**src/source/issue_consts.svh**
```systemverilog
`ifndef ISSUE_CONSTS_SVH
`define ISSUE_CONSTS_SVH

// queue entries, power of two so indices wrap on their own
`define ISSUE_DEPTH 32
// older lane 1, younger lane 0
`define ISSUE_LANES 2
`define REG_COUNT 32
`define WORD_BITS 32
// jal target, jr through it is a return
`define LINK_REG 31

`endif

```
**src/source/issue_pkg.sv**
```systemverilog
`default_nettype none

`include "issue_consts.svh"

package issue_pkg;

    // data word
    typedef logic [`WORD_BITS-1:0] word_t;
    // architectural register number
    typedef logic [$clog2(`REG_COUNT)-1:0] reg_idx_t;
    // issue queue slot
    typedef logic [$clog2(`ISSUE_DEPTH)-1:0] qidx_t;

    // operation class, only what the pairing rules look at
    typedef enum logic [3:0] {
        op_alu,
        op_mult,
        op_multu,
        op_div,
        op_divu,
        op_mfhi,
        op_mflo,
        op_mthi,
        op_mtlo,
        op_branch,
        op_jump,
        op_jr,
        op_syscall,
        op_eret
    } op_t;

    // decoded instruction as it leaves decode
    typedef struct packed {
        logic        valid;
        word_t       pc;
        op_t         op;
        reg_idx_t    ra1;
        reg_idx_t    ra2;
        reg_idx_t    rdst;
        logic        regwrite;
        logic [15:0] imm;
        logic        is_exc;
    } inst_t;

    // writeback result, also used for forwarding
    typedef struct packed {
        logic     valid;
        reg_idx_t rdst;
        word_t    data;
    } fwd_t;

    // instruction handed to execute with its operands
    typedef struct packed {
        logic        valid;
        word_t       pc;
        op_t         op;
        reg_idx_t    rdst;
        logic        regwrite;
        logic [15:0] imm;
        word_t       rd1;
        word_t       rd2;
        logic        is_slot;
        logic        is_jr_ra;
    } issued_t;

endpackage

`default_nettype wire

```
**src/source/operand_select.sv**
```systemverilog
`timescale 1ns/1ps
`default_nettype none

`include "issue_consts.svh"

module operand_select
    import issue_pkg::*;
(
    input  inst_t       cand,
    input  word_t       rf1,
    input  word_t       rf2,
    input  fwd_t  [1:0] wb,
    output word_t       rd1,
    output word_t       rd2,
    output logic        is_jr_ra
);

    // forward over register file, port 1 is the older result
    function automatic word_t resolve(reg_idx_t src, word_t rf, fwd_t [1:0] fw);
        word_t value;
        value = rf;
        if (fw[0].valid && src != '0 && fw[0].rdst == src) begin
            value = fw[0].data;
        end
        if (fw[1].valid && src != '0 && fw[1].rdst == src) begin
            value = fw[1].data;
        end
        return value;
    endfunction

    assign rd1 = resolve(cand.ra1, rf1, wb);
    assign rd2 = resolve(cand.ra2, rf2, wb);

    // return through the link register, for the return stack
    assign is_jr_ra = cand.valid && cand.op == op_jr &&
                      cand.ra1 == reg_idx_t'(`LINK_REG);

endmodule

`default_nettype wire

```
**config.mk**
```make
export PLATFORM = sky130hd
export DESIGN_NAME = operand_select
export DESIGN_NICKNAME = d
export VERILOG_FILES = /design/src/source/issue_pkg.sv /design/src/source/operand_select.sv
export VERILOG_INCLUDE_DIRS = /design/src /design/src/source
export SDC_FILE = /design/constraint.sdc
export NUM_CORES = 1
export LEC_CHECK = 0
export BUFFER_PORTS_ARGS = -buffer_cell sky130_fd_sc_hd__buf_2
export CAP_MARGIN = 20
export CORE_AREA = 2 2 107 109
export DETAILED_ROUTE_END_ITERATION = 12
export DIE_AREA = 0 0 109 111
export GPL_ROUTABILITY_DRIVEN = 0
export SYNTH_ARGS = -nofsm -noshare
export SYNTH_HDL_FRONTEND = slang
export SYNTH_SLANG_ARGS = --single-unit
```
**constraint.sdc**
```tcl
create_clock -name vclk -period 2.85
set_input_delay 0.1425 -clock vclk [all_inputs]
set_output_delay 0.1425 -clock vclk [all_outputs]
set_load 0.005 [all_outputs]
```
# After elaboration in Yosys (flattened, before gate mapping)
# Cells that the tools add are included.
dict set report op_classes {
  addsub 0
  mul 0
  n_div 0
  magnitude_cmp 0
  eq_ne 6
  n_shift 0
  n_mux 4
  bitwise_logic 0
  n_reduce_logical 12
}
# op n
set op_table {}
lappend op_table {{$mux W32} 4}
lappend op_table {{$eq A5 B5 Y1} 4}
lappend op_table {{$logic_and A1 B1 Y1} 10}
lappend op_table {{$reduce_bool A5 Y1} 2}
lappend op_table {{$eq A5 B5 Y1 const B} 1}
lappend op_table {{$eq A4 B4 Y1 const B} 1}
dict set report word_totals {
  register_bits 0
  latch_bits 0
  ramBits 0
  mem_bits_ro 0
  in_bits 210
  out_inout_bits 65
  elab_cells 22
  n_memories 0
}

# Longest topological paths before layout
# Gate-level depths: netlist of run 1.
dict set report depth {
  ltp_word 5
  mapped_depth 7
  depth_no_buf 4
}

# Worst setup path before layout of run 1
# No wires, ideal clock.
dict set report synth_path {
  path_type {input -> output}
  from {input port cand[32] (netlist name)}
  to {output port rd1[10]}
  arrival_time_ps 1446
  required_ps 2707
  setup_slack_ps 1262
  stages 6
  n_path_buf 2
  cell_sequence {buf_6 -> xor2_1 -> or4b_4 -> clkbuf_1 -> o21ai_0 -> a31oi_1}
}
dict set report synth_between {
  elab_chain_len 5
  word_cells_on_any_way 9
  cone_classes {eq/ne (2); mux (2); reduce/logical (5)}
}
# item line
set synth_rtl {}
lappend synth_rtl {{start: declaration} operand_select.sv:9} ;# input inst_t cand,
lappend synth_rtl {{$reduce_bool A5 Y1} {operand_select.sv:22, operand_select.sv:25}}
lappend synth_rtl {{$logic_and A1 B1 Y1 (2 in a row)} operand_select.sv:22} ;# if (fw[0].valid && src != '0 && fw[0].rdst == src) begin
lappend synth_rtl {{$mux W32} operand_select.sv:22}
lappend synth_rtl {{$mux W32 (*)} operand_select.sv:25} ;# if (fw[1].valid && src != '0 && fw[1].rdst == src) begin
lappend synth_rtl {{end: declaration} operand_select.sv:13} ;# output word_t rd1,
# Mark *: on every way between the ends. The rest lies on a longest branch, timed or not.

# Final worst setup path of run 1
dict set report layout_path {
  from {input port cand[30] (netlist name)}
  to {output port rd1[21]}
}
# Same word-level chain as after synthesis.

==> qor.csv, run 1 <==
stage;metric;value;unit
place;HPWL reported at the end of detailed placement;9006;um
pwr;IR Drop Worst-Case VDD;0.08671;mV
synthesis;post-synthesis adder-cell area fraction;0;
sta;Max transition margin;0.5583;
synthesis;dominant cell type by area after synthesis;sky130_fd_sc_hd__a31oi_1;
sta;worst hold-check slack;588.3;ps
global_route;remaining global-route overflow;0;
sta;final-report hold violation count;0;
synthesis;cells taking the most area after synthesis;sky130_fd_sc_hd__a31oi_1 (19%), sky130_fd_sc_hd__nor3_1 (15%), sky130_fd_sc_hd__o21ai_0 (13%);
hold_path;Hold Crit Class;input pin to output port;
sta;setup repair after global routing missed its margin;no;
final_layout;clock buffers;0;
synthesis;synthesized netlist cell count;371;
sta;Max Fclk;455.8;MHz
die;die height;111;um
detailed_routing;number of iterations in the first detailed-routing pass;5;
synthesis;post-synthesis cell type count;24;
detailed_routing;total via count after detailed routing;3673;
die;overall die width;109;um
setup_path;CP dominant cell by count;sky130_fd_sc_hd__buf_2;
setup_path;critical path required time;2710;ps
pwr;P per Cell Area;152.1;nW/um^2
setup_path;delay of the slowest critical-path stage;570;ps
synthesis;Synthesis Warnings;0;
global_route;largest net degree at the start of global routing;33;
final_layout;Seq cells;0;
synthesis;register area share after synthesis;0;
setup_path;data arrival time of the critical path;2050;ps
setup_path;Critical Path End Type;output port;
clock_tree;postcts setup bufs;0;
clock_tree;count of cells resized by post-cts repair;0;
synthesis;nets in the synthesized netlist;581;
detailed_routing;First DRT Iteration DRCs;309;
detailed_routing;Post-route DRC;0;
setup_path;largest fanout of any net on the critical path;18;
hold_path;worst hold path stage count;4;
setup_path;cell-by-cell trace of the critical path;buf_2 > or4_4 > o211a_1 > buf_4 > nand3_1 > a31oi_1 > buf_2;
setup_path;type of the worst setup path;input pin to output port;
place;post-placement cell count;706;
die;IO Pins;275;
detailed_routing;DR vias/cell;5.203;
hold_path;capture endpoint of the worst hold path;is_jr_ra;
clock_tree;Post-CTS Hold Buffers;0;
sta;Setup TNS;0;ps
die;core box area;11080;sq um
synthesis;combinational family with the most area after synthesis;simple AND/OR/NAND/NOR gates;
sta;count of pins over their slew limit;0;
global_route;vias in the first global route;3599;
detailed_routing;Routed wire per std cell;16.87;um
synthesis;fraction of post-synthesis cell area in the top cell type by area;0.1883;
setup_path;slowest CP cell;sky130_fd_sc_hd__or4_4;
job;number of maximum-capacitance constraint violations;0;
synthesis;mean instance size in the synthesized netlist;5.730;sq um
global_route;overall track demand over capacity in global routing;0.1857;
detailed_routing;antenna-violating nets left;0;
synthesis;share of synthesized area spent on multiplexers;0;
global_route;initial antenna violation count;0;
final_layout;Diodes inserted;0;
synthesis;simple-gate portion of the synthesized area;0.3743;
setup_path;startpoint type of the worst setup path;input pin;
place;count of port buffers added during placement;220;
setup_path;cell type group with the largest total delay on the critical path;simple AND/OR/NAND/NOR gates;
synthesis;complex-gate fraction of the synthesized area;0.3714;
hold_path;startpoint of the most critical hold path;cand[36];
final_layout;layout overhead on the synthesized area;56.09;%
pwr;Leak Pwr;1.444;nW
die;site row count;39;
synthesis;share of the synthesized netlist area taken by xor and xnor gates;0.08240;
detailed_routing;overall routed net length;11910;um
die;area of the die;12100;sq um
sta;Period minus WS final;2194;ps
final_layout;sequential standard cell area;0;sq um
status;outcome;complete, no violations;
sta;period utilisation layout;0.7699;
final_layout;layout net count;775;
sta;Final setup violation count;0;
sta;Tightest Pin Transition;662.5;ps
final_layout;number of cells in the finished layout apart from fillers;706;
pwr;power consumption;0.5046;mW
synthesis;synthesized area;2126;sq um
final_layout;share of cells above drive strength 1;0.4352;
die;starting density of the core;0.1919;
setup_path;Worst Path Buf+Inv;3;
global_route;global-route wire length before repair;18370;um
metal layers:
metal  share of wire  GRT usage  wire length [um]
met1            0.44     0.2528              5190
met2            0.47     0.3188              5650
met3           0.075    0.01235               894
met4           0.014    0.03675               172
met5               0          0                 0
worst max-delay path by stage:
| stage | start | endpoint | slack [ps] | depth (start not counted) |
|---|---|---|---|---|
| floorplan | cand[32] | rd1[10] | 1260 | 6 |
| global placement | cand[30] | rd1[21] | 630 | 7 |
| detailed placement | cand[30] | rd1[21] | 650 | 7 |
| CTS | cand[30] | rd1[21] | 640 | 7 |
| global route | cand[30] | rd1[11] | 580 | 7 |
| finish | cand[30] | rd1[21] | 660 | 7 |
kinds of logic (layout without fill, tap and decap cells):
kind of cell	count (synthesis)	after routing
buffers and inverters	77	269
AND/OR/NAND/NOR	141	141
AO/OA/AOI/OAI	133	133
XOR/XNOR	20	20
tightest hold or removal path, delay by kind of cell:
family                 cells  cell delay, ps
buffers and inverters      2             200
AND/OR/NAND/NOR            2              90
power by group:
group,internal [mW],total [mW],switching (mW),leakage [nW]
registers,0,0,0,0
clock network,0,0,0,0
logic,0.215,0.505,0.289,1.44
total,0.215,0.505,0.289,1.44
per-stage QoR:
stage / instance area, sq um / setup WS, ps / util
2_1_floorplan: 2126 / 1262 / -
3_3_place_gp: 3318 / 634.8 / 0.2996
3_5_place_dp: 3318 / 645.7 / 0.2996
4_1_cts: 3318 / 643.8 / 0.2996
5_1_grt: 3318 / 575.6 / 0.2996
6_report: 3318 / 655.9 / 0.2996
cells in the mapped netlist:
library cell	number
sky130_fd_sc_hd__a31oi_1	64
sky130_fd_sc_hd__buf_2	8
sky130_fd_sc_hd__buf_4	6
sky130_fd_sc_hd__buf_6	5
sky130_fd_sc_hd__clkbuf_1	21
sky130_fd_sc_hd__clkbuf_2	5
sky130_fd_sc_hd__inv_1	32
sky130_fd_sc_hd__nand2_1	1
sky130_fd_sc_hd__nand3_1	32
sky130_fd_sc_hd__nand4_1	4
sky130_fd_sc_hd__nand4b_1	1
sky130_fd_sc_hd__nor3_1	65
sky130_fd_sc_hd__nor4b_4	1
sky130_fd_sc_hd__o211a_1	1
sky130_fd_sc_hd__o211ai_2	3
sky130_fd_sc_hd__o211ai_4	1
sky130_fd_sc_hd__o21ai_0	57
sky130_fd_sc_hd__o21ai_1	7
sky130_fd_sc_hd__or2_1	2
sky130_fd_sc_hd__or3_1	32
sky130_fd_sc_hd__or4_4	2
sky130_fd_sc_hd__or4b_4	1
sky130_fd_sc_hd__xnor2_1	17
sky130_fd_sc_hd__xor2_1	3
cell usage in the layout (no fill, tap or decap), drive strengths merged, types with 2 or more instances in the layout:
cell type,Yosys,layout
xnor2,17,17
buf,19,237
inv,32,32
xor2,3,3
or4,2,2
or2,2,2
a31oi,64,64
nor3,65,65
or3,32,32
o21ai,64,64
nand3,32,32
o211ai,4,4
nand4,4,4
cell type report:
class	count	area [sq um]
fill	1304	7759
timing repair buffer	237	1241
multi-input combinational	294	1778
tap	143	178.9
inverter	32	120.1
Power figures use the tool's default switching activity.
==> run 2, diff against run 1 <==
==> constraint.sdc (replaced) <==
create_clock -name vclk -period 1.97
set_input_delay 0.0985 -clock vclk [all_inputs]
set_output_delay 0.0985 -clock vclk [all_outputs]
set_load 0.005 [all_outputs]
==> run 2 against run 1 <==
First-iteration DRC count is 1.3% lower. Sequential share of layout area unchanged. Utilization increased by 1.1 points. Cell count rose by 0.57%. Combinational power increased by 52%. Non-clock buffer count rose by 4. Total power rose by 52%. Worst hold slack worse by 86 ps. Setup slack got worse by 550 ps. Count of clock-buffer cells in the layout unchanged. Via count is essentially flat. Critical path depth unchanged.
==> qor.csv, run 2 (synthesized netlist as in run 1, its figures left out) <==
stage;metric;value;unit;change
setup_path;Critical Path End Type;output port;;unchanged
setup_path;type of the worst setup path;input pin to output port;;unchanged
detailed_routing;First DRT Iteration DRCs;305;;was 309
status;outcome;complete, no violations;;unchanged
die;core box area;11080;sq um;unchanged
die;overall die width;109;um;unchanged
pwr;P per Cell Area;222.8;nW/um^2;was 152.1 nW/um^2
global_route;remaining global-route overflow;0;;unchanged
setup_path;critical path required time;1870;ps;was 2710 ps
detailed_routing;Post-route DRC;0;;unchanged
sta;Final setup violation count;0;;unchanged
detailed_routing;DR vias/cell;5.169;;was 5.203
setup_path;largest fanout of any net on the critical path;15;;was 18
setup_path;data arrival time of the critical path;1760;ps;was 2050 ps
final_layout;Seq cells;0;;unchanged
die;IO Pins;275;;unchanged
final_layout;sequential standard cell area;0;sq um;unchanged
hold_path;Hold Crit Class;input pin to output port;;unchanged
setup_path;startpoint type of the worst setup path;input pin;;unchanged
sta;Max Fclk;537.6;MHz;
final_layout;most common library cell in the layout ignoring fill and taps;sky130_fd_sc_hd__buf_2;;unchanged
global_route;largest net degree at the start of global routing;34;;was 33
global_route;initial antenna violation count;0;;unchanged
sta;Period minus WS final;1860;ps;
place;count of port buffers added during placement;220;;unchanged
die;starting density of the core;0.1919;;unchanged
detailed_routing;antenna-violating nets left;0;;unchanged
final_layout;most frequent cells in the layout;sky130_fd_sc_hd__buf_2 (220), sky130_fd_sc_hd__nor3_1 (65), sky130_fd_sc_hd__a31oi_1 (64), sky130_fd_sc_hd__o21ai_0 (57);;unchanged
pwr;IR Drop Worst-Case VDD;0.1550;mV;was 0.08671 mV
place;post-placement cell count;710;;was 706
pwr;Leak Pwr;1.502;nW;was 1.444 nW
final_layout;share of cells above drive strength 1;0.4392;;was 0.4352
place;HPWL reported at the end of detailed placement;8960;um;was 9006 um
detailed_routing;Routed wire per std cell;16.29;um;was 16.87 um
job;number of maximum-capacitance constraint violations;0;;unchanged
pwr;power consumption;0.7664;mW;was 0.5046 mW
sta;final-report hold violation count;0;;unchanged
die;site row count;39;;unchanged
sta;count of pins over their slew limit;0;;unchanged
final_layout;layout overhead on the synthesized area;61.80;%;was 56.09%
final_layout;clock buffers;0;;unchanged
place;worst setup slack after placement;81.53;ps;was 645.7 ps
sta;Tightest Pin Transition;387.9;ps;was 662.5 ps
final_layout;layout net count;779;;was 775
clock_tree;Post-CTS Hold Buffers;0;;unchanged
die;die height;111;um;unchanged
detailed_routing;total via count after detailed routing;3670;;was 3,673
global_route;vias in the first global route;3619;;was 3,599
global_route;overall track demand over capacity in global routing;0.1821;;was 0.1857
sta;final worst-path setup slack;110.0;ps;was 655.9 ps
final_layout;number of cells in the finished layout apart from fillers;710;;was 706
sta;Max transition margin;0.7414;;was 0.5583
detailed_routing;number of iterations in the first detailed-routing pass;4;;was 5
sta;setup repair after global routing missed its margin;no;;unchanged
global_route;global-route wire length before repair;18050;um;was 18,370 um
final_layout;Diodes inserted;0;;unchanged
sta;worst hold-check slack;502.3;ps;was 588.3 ps
die;area of the die;12100;sq um;unchanged
detailed_routing;overall routed net length;11560;um;was 11,910 um
sta;period utilisation layout;0.9442;;
sta;Setup TNS;0;ps;unchanged
[run 2: critical path, stage by stage]
cell and delay, ps:
sky130_fd_sc_hd__buf_2 130, sky130_fd_sc_hd__or4_4 580, sky130_fd_sc_hd__o211ai_2 260, sky130_fd_sc_hd__buf_6 210, sky130_fd_sc_hd__o21ai_0 110, sky130_fd_sc_hd__a31oi_1 220
sky130_fd_sc_hd__buf_2 160
[run 2: worst paths after layout]
check / cells after the start / start / end
setup / recovery: 7 / cand[30] / rd1[21]
hold / removal: 4 / cand[36] / is_jr_ra
[run 2: layer usage]
layer  routed length [um]  vias up  global-route usage
met5                    0        -                   0
met4                  160        0             0.03590
met3                  862       12             0.02116
met2                 5475      180              0.3110
met1                 5066     1694              0.2442
li1                     -     1784                   -
[run 2: layout make-up]
| class | instances | area [sq um] |
|---|---|---|
| inverter | 32 | 120.1 |
| tap | 143 | 178.9 |
| multi-input combinational | 294 | 1778 |
| fill | 1262 | 7637 |
| timing repair buffer | 241 | 1363 |
[run 2: through the flow]
stage | utilization | instance area (sq um)
after floorplan | - | 2126
after global placement | 0.3102 | 3436
after detailed placement | 0.3102 | 3436
after CTS | 0.3102 | 3436
after global routing | 0.3105 | 3440
final | 0.3105 | 3440
[run 2: where the power goes]
part	leakage, nW	total [mW]	switching (mW)	internal (mW)
Sequential	0	0	0	0
Clock	0	0	0	0
Combinational	1.50	0.766	0.421	0.345
[run 2: timing repair]
item / CTS / global route
resized for setup: 0 / 1
buffers inserted: 0 / 0
setup endpoints to repair: 0 / 4
