## src/source/issue_consts.svh

```systemverilog
`ifndef ISSUE_CONSTS_SVH
`define ISSUE_CONSTS_SVH

// queue entries, power of two so indices wrap on their own
`define ISSUE_DEPTH 32
// older lane 1, younger lane 0
`define ISSUE_LANES 2
`define REG_COUNT 32
`define WORD_BITS 32
// jal target, jr through it is a return
`define LINK_REG 31

`endif

```

## src/source/issue_pkg.sv

```systemverilog
`default_nettype none

`include "issue_consts.svh"

package issue_pkg;

    // data word
    typedef logic [`WORD_BITS-1:0] word_t;
    // architectural register number
    typedef logic [$clog2(`REG_COUNT)-1:0] reg_idx_t;
    // issue queue slot
    typedef logic [$clog2(`ISSUE_DEPTH)-1:0] qidx_t;

    // operation class, only what the pairing rules look at
    typedef enum logic [3:0] {
        op_alu,
        op_mult,
        op_multu,
        op_div,
        op_divu,
        op_mfhi,
        op_mflo,
        op_mthi,
        op_mtlo,
        op_branch,
        op_jump,
        op_jr,
        op_syscall,
        op_eret
    } op_t;

    // decoded instruction as it leaves decode
    typedef struct packed {
        logic        valid;
        word_t       pc;
        op_t         op;
        reg_idx_t    ra1;
        reg_idx_t    ra2;
        reg_idx_t    rdst;
        logic        regwrite;
        logic [15:0] imm;
        logic        is_exc;
    } inst_t;

    // writeback result, also used for forwarding
    typedef struct packed {
        logic     valid;
        reg_idx_t rdst;
        word_t    data;
    } fwd_t;

    // instruction handed to execute with its operands
    typedef struct packed {
        logic        valid;
        word_t       pc;
        op_t         op;
        reg_idx_t    rdst;
        logic        regwrite;
        logic [15:0] imm;
        word_t       rd1;
        word_t       rd2;
        logic        is_slot;
        logic        is_jr_ra;
    } issued_t;

endpackage

`default_nettype wire

```

## src/source/issue_register.sv

```systemverilog
`timescale 1ns/1ps
`default_nettype none

`include "issue_consts.svh"

module issue_register
    import issue_pkg::*;
(
    input  logic          clk,
    input  logic          reset,
    input  logic          stall,
    input  logic          flush,
    input  inst_t   [1:0] cand,
    input  logic    [1:0] issue_en,
    input  logic          is_slot,
    input  word_t   [1:0] rd1,
    input  word_t   [1:0] rd2,
    input  logic    [1:0] is_jr_ra,
    output issued_t [1:0] iss
);

    issued_t [1:0] next_iss;

    always_comb begin
        for (int i = 0; i < `ISSUE_LANES; i++) begin
            // payload passes through, valid says whether it counts
            next_iss[i].valid    = issue_en[i] && cand[i].valid;
            next_iss[i].pc       = cand[i].pc;
            next_iss[i].op       = cand[i].op;
            next_iss[i].rdst     = cand[i].rdst;
            next_iss[i].regwrite = cand[i].regwrite;
            next_iss[i].imm      = cand[i].imm;
            next_iss[i].rd1      = rd1[i];
            next_iss[i].rd2      = rd2[i];
            next_iss[i].is_slot  = 1'b0;
            next_iss[i].is_jr_ra = is_jr_ra[i];
        end
        // delay slot only ever sits in the younger lane
        next_iss[0].is_slot = is_slot && issue_en[0];
    end

    always_ff @(posedge clk) begin
        if (reset || flush) begin
            iss <= '0;
        end else if (!stall) begin
            iss <= next_iss;
        end
    end

endmodule

`default_nettype wire

```

## config.mk

```make
export PLATFORM = sky130hd
export DESIGN_NAME = issue_register
export DESIGN_NICKNAME = d
export VERILOG_FILES = /design/src/source/issue_pkg.sv /design/src/source/issue_register.sv
export VERILOG_INCLUDE_DIRS = /design/src /design/src/source
export SDC_FILE = /design/constraint.sdc
export NUM_CORES = 1
export LEC_CHECK = 0
export BUFFER_PORTS_ARGS = -buffer_cell sky130_fd_sc_hd__buf_2
export CAP_MARGIN = 5
export CORE_AREA = 2 2 204 206
export DETAILED_ROUTE_END_ITERATION = 6
export DIE_AREA = 0 0 206 208
export HOLD_SLACK_MARGIN = 0.05
export REMOVE_ABC_BUFFERS = 1
export SYNTH_ARGS = -nofsm -noshare
export SYNTH_HDL_FRONTEND = slang
export SYNTH_SLANG_ARGS = --single-unit
```

## constraint.sdc

```tcl
create_clock -name clk -period 1 [get_ports clk]
set_clock_uncertainty 0.2 [all_clocks]
set_input_delay 0.05 -clock clk [delete_from_list [all_inputs] [get_ports clk]]
set_output_delay 0.05 -clock clk [all_outputs]
set_load 0.005 [all_outputs]
```

Word-level counts from Yosys, hierarchy flattened
Cells that the tools add are included.

word-level totals
  register bits = 249
  bits of input ports = 277
  output and inout port bits = 250
  word-level logic and storage cells = 23

cells by class
  reduce and logical (&&, ||, !) cells = 4

operators with widths
  cell               count
  $logic_and 1x1->1  3
  $logic_or 1x1->1   1

Depth between registers and ports, before layout
Gate-level depths: netlist of run 1.

  depth in word-level cells = 1
  mapped depth = 5
  mapped depth without buffers = 2

Worst setup path after synthesis of run 1
No wires, ideal clock.

  path kind = input to register
  from = input port flush
  to = register iss[195] (netlist name)
  setup time = 64 ps
  data arrival time = 774 ps
  data required time = 736 ps
  slack = -38 ps
  cell stages on the path = 5
  buffers on the path = 3
  path through = or2_1 -> buf_6 -> buf_6 -> buf_4 -> nor2_1

on the way
  word-level cells in the longest chain between the ends = 1

RTL lines
  what                    RTL line              RTL
  start: declaration      issue_register.sv:12  input logic flush,
  $logic_or 1x1->1        issue_register.sv:43  if (reset || flush) begin
  end signal: assignment  issue_register.sv:46  iss <= next_iss;
  end: declaration        issue_register.sv:19  output issued_t [1:0] iss

No other way between the ends.
A chain may end at the register's enable or synchronous reset.

Worst setup path in the final report of run 1
  from = register iss[167] (netlist name)
  to = output port iss[167] (netlist name)

No word-level cell between the ends.

==> impl_metrics.json, run 1 <==
{
  "status": "finished, violations left",
  "violated_checks": "hold timing, setup timing",
  "worst-setup-path-type": "reg -> out",
  "grt_pass1_vias": 9521,
  "synthSimpleGateAreaFrac_pct": 10.8,
  "clock_tree.htree_level_count": 1,
  "slowest_delay_ps": 360,
  "setup_violations": 254,
  "detailedPlacementHpwl_um": 20200,
  "synth_cell_area_um2": 8960,
  "die_area_um2": 42800,
  "grt_setup_unrepaired": "true",
  "route.antenna.remaining_nets": 0,
  "drv.max_cap_violation_count": 0,
  "yosysWarnings": 0,
  "max_ffs_per_register": 249,
  "worst_hold_path_type": "in -> reg",
  "muxShareOfSynthArea_pct": 27.5,
  "numCtsBuffers": 27,
  "share_of_layout_cells_above_drive_strength_1_pct": 54.1,
  "post_synthesis_xor_xnor_area_fraction_pct": 0,
  "first_pass_iters": 4,
  "post_synth.cell_area_avg_um2": 11.1,
  "reg.largest.list": "iss: 249 flops",
  "sum_of_met2_wire_segment_lengths_after_detailed_routing_um": 17900,
  "dp_worst_setup_slack_ps": -206,
  "crit_slowest_cell": "dfxtp_4",
  "global_route_overflow": 0,
  "io_pins": 527,
  "route.met3.wl_um": 2220,
  "fillerInstances": 3617,
  "compound_gate_fraction_of_synth_area_pct": 0.168,
  "port-buffer-count": 503,
  "arithmetic_cell_share_of_the_synthesized_area_counting_full_adders_half_adders_and_majority_gates_pct": 0,
  "antenna_found_initial": 0,
  "cts_tree": "done",
  "synth_seq_cells": 249,
  "clkSlewWorstSetupHoldPaths_ps": 60,
  "combinational_family_with_the_most_area_after_synthesis": "multiplexers",
  "drt_iter0_markers": 406,
  "overall_global_routing_resource_usage_pct": 13.8,
  "floorplan.initialDensity_pct": 22.1,
  "floorplan.core_area_um2": 40600,
  "detail_route.wl_per_cell_um": 15.5,
  "topRoutingLayerUsed": "met4",
  "grt_first_pass_wirelength_um": 47700,
  "largest-register": "iss",
  "crit_buf_inv": 1,
  "clk-insertion-delay-late_ps": 550,
  "areaGrowthSynthToFinish_pct": 92.5,
  "post-route-drc-count": 0,
  "final_critical_path_setup_slack_ps": -271,
  "path_delay_family": "flip-flops",
  "count_of_hold_fix_buffers_inserted_at_cts": 251,
  "die-width_um": 206,
  "synthesis.instances": 809,
  "wl_met1_um": 12100,
  "core.rowCount": 74,
  "worstSetupEndpointType": "output pin",
  "fin_util_pct": 42.5,
  "timing.final.hold_violations": 200,
  "worstPathMaxFanout": 2,
  "net_count_reported_at_finish": 1901,
  "power.density_cell_area_nw_per_um2": 1430,
  "critical_path_data_arrival_time_ps": 1020,
  "seq_area_frac_synth_pct": 55.6,
  "yosys.cell_types.count": 12,
  "cts_num_sinks": 249,
  "cts_max_path_buffers": 3,
  "p_leak_nw": 8.40,
  "layout_worst_path_cycle_share_pct": 127,
  "fin_tns_setup_ps": -58170,
  "max_freq_ghz": 0.787,
  "critPathLaunchType": "register",
  "layout_min_cycle_time_ps": 1270,
  "die_h_um": 208,
  "route.detailed.vias_per_inst": 4.15,
  "fin_worst_hold_slack_ps": -207,
  "pin_count_of_the_biggest_net_entering_global_routing": 30,
  "cts_root_buf": "clkbuf_16",
  "placer_congestion": 0.837,
  "wirelength_um": 33800,
  "timing.final.max_slew_violations": 0,
  "route.vias.total": 9040,
  "insertedDiodeCount": 0,
  "worstPathCellList": "buf_6",
  "ir_worst_vdd_mv": 0.996,
  "timing.critical_path.required_ps": 750
}
-- power by group --
group          leakage (nW)  switching [W]  internal (W)  total, W
Sequential             2.14       0.000233        0.0103    0.0105
Clock                 0.474        0.00419       0.00645    0.0106
Combinational          5.79        0.00132       0.00218   0.00350
-- repair_timing --
action                                  CTS  global route
endpoints found under the setup margin  249           253
pin swaps                                 0             5
setup buffers                            14            15
gates resized for setup                 334            89
endpoints found under the hold margin   249           245
-- final timing paths --
check	startpoint	end	slack, ps	cells after the start
hold reg to reg	iss[124]	iss[124]	270	2
setup / recovery	iss[167]	iss[167]	-270	1
hold / removal	reset	iss[140]	-210	4
setup reg to reg	iss[159]	iss[159]	-70	4
-- kinds of logic (layout without fill, tap and decap cells) --
family	Yosys count	after routing
AND/OR/NAND/NOR	253	253
flip-flops	249	249
multiplexers	246	246
buffers and inverters	57	893
AO/OA/AOI/OAI	3	3
other	1	1
-- Yosys cell counts --
cell	number	area (um^2)
nor2_1	246	923
buf_2	7	35.0
nand2_1	3	11.3
buf_4	12	90.1
nand3b_1	3	22.5
clkbuf_1	3	11.3
buf_6	35	394
dfxtp_1	249	4980
or2_1	1	6.26
a21oi_1	3	15.0
conb_1	1	3.75
mux2i_1	246	2460
-- placed cells by master, fill, tap and decap left out --
cell type	Yosys	layout
a21oi_1	3	3
buf_12	0	10
buf_2	7	339
buf_4	12	73
buf_6	35	169
buf_8	0	1
bufinv_16	0	4
clkbuf_1	3	4
clkbuf_16	0	27
clkbuf_8	0	6
clkinv_2	0	6
clkinv_4	0	1
conb_1	1	1
dfxtp_2	0	247
dfxtp_4	0	2
dlygate4sd3_1	0	251
inv_6	0	2
mux2i_1	246	244
mux2i_2	0	2
nand2_1	3	3
nand3b_1	3	3
nor2_1	246	246
or2_4	0	1
-- cell type report --
class	count	area (um^2)	share of cell area [%]
clock inverter	13	176	1.02
timing repair buffer	843	6880	39.9
sequential	249	5300	30.7
clock buffer	37	773	4.48
tap	532	666	3.86
multi-input combinational	503	3450	20.0
-- layer usage --
| metal | vias up | GRT usage [%] |
|---|---|---|
| li1 | 4299 | - |
| met1 | 4247 | 13.8 |
| met2 | 382 | 26.1 |
| met3 | 112 | 3.02 |
| met4 | 0 | 7.24 |
| met5 | - | 0 |
-- metrics by stage --
| stage | instances | power (W) | cell area [um^2] |
|---|---|---|---|
| after detailed placement | 1847 | 0.0130 | 12200 |
| final | 2177 | 0.0247 | 17200 |
| after global routing | 2177 | 0.0256 | 17200 |
| after floorplan | 752 | 0.0115 | 8430 |
| after CTS | 2162 | 0.0246 | 16600 |
| after global placement | 1847 | 0.0129 | 12200 |
No activity file was read; power rests on OpenSTA's default activity.
==> run 2: changes to the inputs <==
- ABC_AREA: not set -> 1
- PLACE_DENSITY_LB_ADDON: not set -> 0.1
==> run 2 against run 1 <==
- the flow still finishes with violations (hold timing, setup timing)
- first-iteration DRC count shrank 13%
- sequential share of layout area decreased by 1.6 points
- power grew 3.2%
- sequential power hardly changed
- fmax grew 0.33%
- area after synthesis grew 5.9%
- combinational power rose by 3%
- critical path depth unchanged
- register-to-register slack improved by 80 ps
- clock power grew 8%
- flip-flop and latch count did not move
- setup slack better by 4.2 ps
- highest routed layer unchanged
==> impl_metrics.json, run 2 <==
{
  "timing.final.max_slew_violations": 0,
  "overall_global_routing_resource_usage_pct": 16.5,
  "numCtsBuffers": 30,
  "layout_worst_path_cycle_share_pct": 127,
  "clk-insertion-delay-late_ps": 560,
  "areaGrowthSynthToFinish_pct": 91.3,
  "status": "finished, violations left",
  "share_of_layout_cells_above_drive_strength_1_pct": 58.0,
  "max_ffs_per_register": 249,
  "route.detailed.vias_per_inst": 4.15,
  "timing.final.hold_violations": 249,
  "synth_area_leader_cell": "dfxtp_1",
  "synthesis.instances": 1083,
  "die_area_um2": 42800,
  "largest-register": "iss",
  "cts_max_path_buffers": 3,
  "fin_worst_hold_slack_ps": -392,
  "grt_pass1_vias": 10541,
  "path_delay_family": "flip-flops",
  "grt_setup_unrepaired": "true",
  "detail_route.wl_per_cell_um": 15.4,
  "synthArstFlopShare_pct": 0,
  "clkSlewWorstSetupHoldPaths_ps": 60,
  "max_freq_ghz": 0.789,
  "synth_seq_cells": 249,
  "first_pass_iters": 4,
  "crit_slowest_cell": "dfxtp_2",
  "fin_tns_setup_ps": -61010,
  "drt_iter0_markers": 352,
  "post-route-drc-count": 0,
  "drv.max_cap_violation_count": 0,
  "critPathLaunchType": "register",
  "fin_util_pct": 44.8,
  "post_synthesis_xor_xnor_area_fraction_pct": 0,
  "netlist_top_cells_count": "nand2_1 (495), dfxtp_1 (249), a21oi_2 (210)",
  "floorplan.core_area_um2": 40600,
  "die_h_um": 208,
  "reg.largest.list": "iss: 249 flops",
  "route.vias.total": 10138,
  "detailedPlacementHpwl_um": 25500,
  "synthSimpleGateAreaFrac_pct": 19.8,
  "worst_hold_path_type": "in -> reg",
  "wirelength_um": 37500,
  "cts_root_buf": "clkbuf_16",
  "violated_checks": "hold timing, setup timing",
  "yosys.cell_types.count": 12,
  "most-common-layout-cells": "nand2_1 (493), buf_2 (319), dlygate4sd3_1 (257)",
  "synth-edff-count": 0,
  "placer_congestion": 0.764,
  "floorplan.initialDensity_pct": 23.4,
  "antenna_found_initial": 1,
  "seq_area_frac_synth_pct": 52.5,
  "core.rowCount": 74,
  "crit_buf_inv": 1,
  "cts_tree": "done",
  "compound_gate_fraction_of_synth_area_pct": 21.4,
  "setup_violations": 249,
  "muxShareOfSynthArea_pct": 0,
  "yosys-top-cells-area": "dfxtp_1 (53%), nand2_1 (20%), a21oi_2 (19%), buf_6 (3.0%), buf_2 (2.4%)",
  "mostFrequentLayoutCell": "nand2_1",
  "timing.critical_path.required_ps": 750,
  "worst-setup-path-type": "reg -> out",
  "p_leak_nw": 7.72,
  "worstPathCellList": "buf_6",
  "post-synth-top-count-cell": "nand2_1",
  "power.density_cell_area_nw_per_um2": 1400,
  "io_pins": 527,
  "pin_count_of_the_biggest_net_entering_global_routing": 51,
  "net_count_reported_at_finish": 2163,
  "critical_path_data_arrival_time_ps": 1020,
  "worstPathMaxFanout": 2,
  "post_synth.cell_area_avg_um2": 8.76,
  "cts_num_sinks": 249,
  "yosys_most_used_dff": "dfxtp_1",
  "grt_first_pass_wirelength_um": 57100,
  "combinational_family_with_the_most_area_after_synthesis": "compound AO/OA/AOI/OAI gates",
  "port-buffer-count": 503,
  "global_route_overflow": 0,
  "final_critical_path_setup_slack_ps": -267,
  "clock_tree.htree_level_count": 1,
  "synth_cell_area_um2": 9490,
  "route.antenna.remaining_nets": 0,
  "yosysWarnings": 0,
  "worstSetupEndpointType": "output pin",
  "synthDominantCellAreaShare_pct": 52.5,
  "slowest_delay_ps": 340,
  "layout_min_cycle_time_ps": 1270,
  "die-width_um": 206,
  "ir_worst_vdd_mv": 1.25,
  "arithmetic_cell_share_of_the_synthesized_area_counting_full_adders_half_adders_and_majority_gates_pct": 0
}
## run 2: cell count changes in the layout (fill, tap and decap cells not counted), moves of 6 or more
cell           change
nor2_1           -246
buf_12             +8
buf_6             +15
nand2_1          +490
dlygate4sd3_1      +6
a21oi_2          +211
a21oi_1           +35
mux2i_1          -244
buf_2             -20
## run 2: per-stage QoR
| stage | worst slack, ps | power [W] | cell area, um^2 | cells |
|---|---|---|---|---|
| 6_report | -267 | 0.0255 | 18100 | 2442 |
| 5_1_grt | -329 | 0.0267 | 18100 | 2442 |
| 4_1_cts | -314 | 0.0258 | 17700 | 2422 |
| 3_5_place_dp | -257 | 0.0131 | 12800 | 2091 |
| 3_3_place_gp | -250 | 0.0131 | 12800 | 2091 |
| 2_1_floorplan | -6440 | 0.0117 | 8910 | 999 |
## run 2: cell families (layout without fill, tap and decap cells)
family / count (synthesis) / after routing
AND/OR/NAND/NOR: 499 / 499
AO/OA/AOI/OAI: 249 / 249
flip-flops: 249 / 249
buffers and inverters: 85 / 911
other: 1 / 2
## run 2: final timing paths
path	start	end	slack [ps]	cells past startpoint
setup / recovery	iss[210]	iss[210]	-270	1
hold / removal	stall	iss[62]	-390	3
setup reg to reg	iss[147]	iss[147]	10	4
hold reg to reg	iss[125]	iss[125]	250	2
## run 2: where the power goes
| part | switching (W) | leakage, nW | internal [W] | total (W) |
|---|---|---|---|---|
| logic | 0.00155 | 5.07 | 0.00206 | 0.00361 |
| clock network | 0.00438 | 0.508 | 0.00697 | 0.0114 |
| registers | 0.000206 | 2.14 | 0.0103 | 0.0105 |
## run 2: area by class of cell
class	count	area, um^2
clock buffer	51	961
multi-input combinational	749	3930
clock inverter	4	73.8
timing repair buffer	855	7200
tap	532	666
antenna	1	2.50
fill	3993	22400
sequential	249	5300
inverter	1	11.3
## run 2: repair_timing
item                                    in CTS  in global routing
buffers inserted                            17                 20
hold buffers                               259                  2
gates resized for setup                    397                 46
endpoints found under the setup margin     249                303
hold endpoints to repair                   249                249
pin swaps                                    0                  3
gates cloned                                 0                  1
## run 2: metal layers
layer	up-vias	GRT usage, %	wire [um]
li1	5069	-	-
met4	0	5.44	1270
met1	4674	19.2	15400
met2	327	28.8	17900
met3	68	4.89	2920
met5	-	0	0
==> run 3: changes to the inputs <==
- ABC_AREA: 1 -> not set
==> run 3 against run 2 <==
- largest power group is now registers
- final cell count fell by 12%
- the run still ends with hold timing, setup timing left
- flip-flop and latch count unchanged
- via count decreased by 17%
- register-to-register slack gained 40 ps
- power down 4.4%
- critical path depth did not move
- final area down 5.0%
- sequential power about the same
- fmax is 0.35% lower
==> impl_metrics.json, run 3 (same netlist as run 1, synthesis figures left out) <==
{
  "status": "finished, violations left",
  "core.rowCount": 74,
  "areaGrowthSynthToFinish_pct": 92.5,
  "die_area_um2": 42800,
  "cp-startpoint": "iss[183]",
  "crit-reg2reg-launch": "iss[232]",
  "cts_root_buf": "clkbuf_16",
  "r2r_slack_ps": 50,
  "cp-endpoint": "iss[183]",
  "cts_num_sinks": 249,
  "die_h_um": 208,
  "crit_slowest_cell": "dfxtp_4",
  "final_critical_path_setup_slack_ps": -271,
  "path_delay_family": "flip-flops",
  "power.density_cell_area_nw_per_um2": 1410,
  "share_of_layout_cells_above_drive_strength_1_pct": 52.8,
  "worstSetupEndpointType": "output pin",
  "slowest_delay_ps": 360,
  "count_of_hold_fix_buffers_inserted_at_cts": 252,
  "detailedPlacementHpwl_um": 23300,
  "ir_worst_vdd_mv": 1.02,
  "reg.largest.list": "iss: 249 flops",
  "cts_tree": "done",
  "grt_pass1_vias": 8835,
  "worstPathCellList": "buf_6",
  "clkSlewWorstSetupHoldPaths_ps": 60,
  "drt_iter0_markers": 207,
  "die-width_um": 206,
  "timing.final.hold_violations": 239,
  "drv.max_cap_violation_count": 0,
  "reg2reg_depth": 3,
  "design_power_total_w": 0.0244,
  "critPathLaunchType": "register",
  "detail_route.wl_per_cell_um": 14.9,
  "floorplan.core_area_um2": 40600,
  "io_pins": 527,
  "layout_min_cycle_time_ps": 1270,
  "global_route_overflow": 0,
  "overall_global_routing_resource_usage_pct": 13.8,
  "antenna_found_initial": 1,
  "mostFrequentLayoutCell": "buf_2",
  "dp_worst_setup_slack_ps": -173,
  "fin_util_pct": 42.5,
  "violated_checks": "hold timing, setup timing",
  "port-buffer-count": 503,
  "grt_first_pass_wirelength_um": 47300,
  "layout_worst_path_cycle_share_pct": 127,
  "clk-insertion-delay-late_ps": 540,
  "cp_num_cells": 1,
  "numCtsBuffers": 29,
  "route.detailed.vias_per_inst": 3.94,
  "placer_congestion": 0.730,
  "timing.critical_path.required_ps": 750,
  "route.antenna.remaining_nets": 0,
  "first_pass_iters": 4,
  "crit_buf_inv": 1,
  "worst_hold_path_type": "in -> reg",
  "pin_count_of_the_biggest_net_entering_global_routing": 39,
  "worstPathMaxFanout": 2,
  "setup_violations": 249,
  "crit_reg_reg_endpoint": "iss[232]",
  "floorplan.initialDensity_pct": 22.1,
  "fin_worst_hold_slack_ps": -381,
  "worst-setup-path-type": "reg -> out",
  "route.vias.total": 8450,
  "clock_tree.htree_level_count": 1,
  "most-common-layout-cells": "buf_2 (316), dlygate4sd3_1 (251), dfxtp_2 (248)",
  "cts_max_path_buffers": 3,
  "timing.final.max_slew_violations": 0,
  "critical_path_data_arrival_time_ps": 1020,
  "max_ffs_per_register": 249,
  "max_freq_ghz": 0.787,
  "grt_setup_unrepaired": "true",
  "p_leak_nw": 8.29,
  "wirelength_um": 32000,
  "fillerInstances": 3962,
  "net_count_reported_at_finish": 1869,
  "largest-register": "iss",
  "post-route-drc-count": 0
}
run 3: changes by cell type in the layout (fill, tap and decap cells not counted), sizes merged, moves of 6 or more:
| cell | delta |
|---|---|
| nor2 | +246 |
| dlygate4sd3 | -6 |
| buf | -39 |
| a21oi | -246 |
| nand2 | -492 |
| mux2i | +246 |
| clkbuf | -6 |
run 3: layout make-up:
type,instances,area [um^2],share of cell area (%)
Clock inverter,3,40.0,0.232
Timing Repair Buffer,809,6900,40.0
Multi-Input combinational cell,503,3450,20.0
Sequential cell,249,5300,30.7
Tap cell,532,666,3.86
Antenna cell,1,2.50,0.0145
Clock buffer,46,890,5.16
run 3: worst min-delay path by stage:
stage,from,end,cells past startpoint
after floorplan,stall,iss[124],2
after global placement,cand[82],iss[202],3
after detailed placement,rd2[59],iss[154],3
after CTS,stall,iss[61],3
after global routing,stall,iss[61],3
final,stall,iss[61],3
run 3: layer usage:
| metal | wire length, um | vias to the layer above | share of wire [%] | GRT usage, % |
|---|---|---|---|---|
| li1 | - | 4227 | - | - |
| met1 | 12000 | 3885 | 37 | 14.6 |
| met2 | 16800 | 291 | 52 | 26.3 |
| met3 | 2620 | 47 | 8.2 | 4.37 |
| met4 | 655 | 0 | 2.0 | 3.15 |
| met5 | 0 | - | 0 | 0 |
run 3: repair_timing:
item / 4_1_cts / 5_1_grt
setup buffers: 4 / 5
setup endpoints to repair: 249 / 252
pin swaps: 0 / 1
hold endpoints to repair: 249 / 249
gates resized for setup: 390 / 47
run 3: through the flow:
| stage | TNS (ps) | instance area [um^2] | instances |
|---|---|---|---|
| global route | -68580 | 17200 | 2143 |
| floorplan | -892960 | 8430 | 752 |
| detailed placement | -33050 | 12300 | 1833 |
| CTS | -67180 | 17000 | 2138 |
| finish | -55760 | 17200 | 2143 |
| global placement | -31470 | 12300 | 1833 |
run 3: where the power goes:
group          switching (W)  leakage, nW  internal, W
clock network        0.00412        0.459      0.00626
registers           0.000214         2.14       0.0103
logic                0.00125         5.69      0.00220
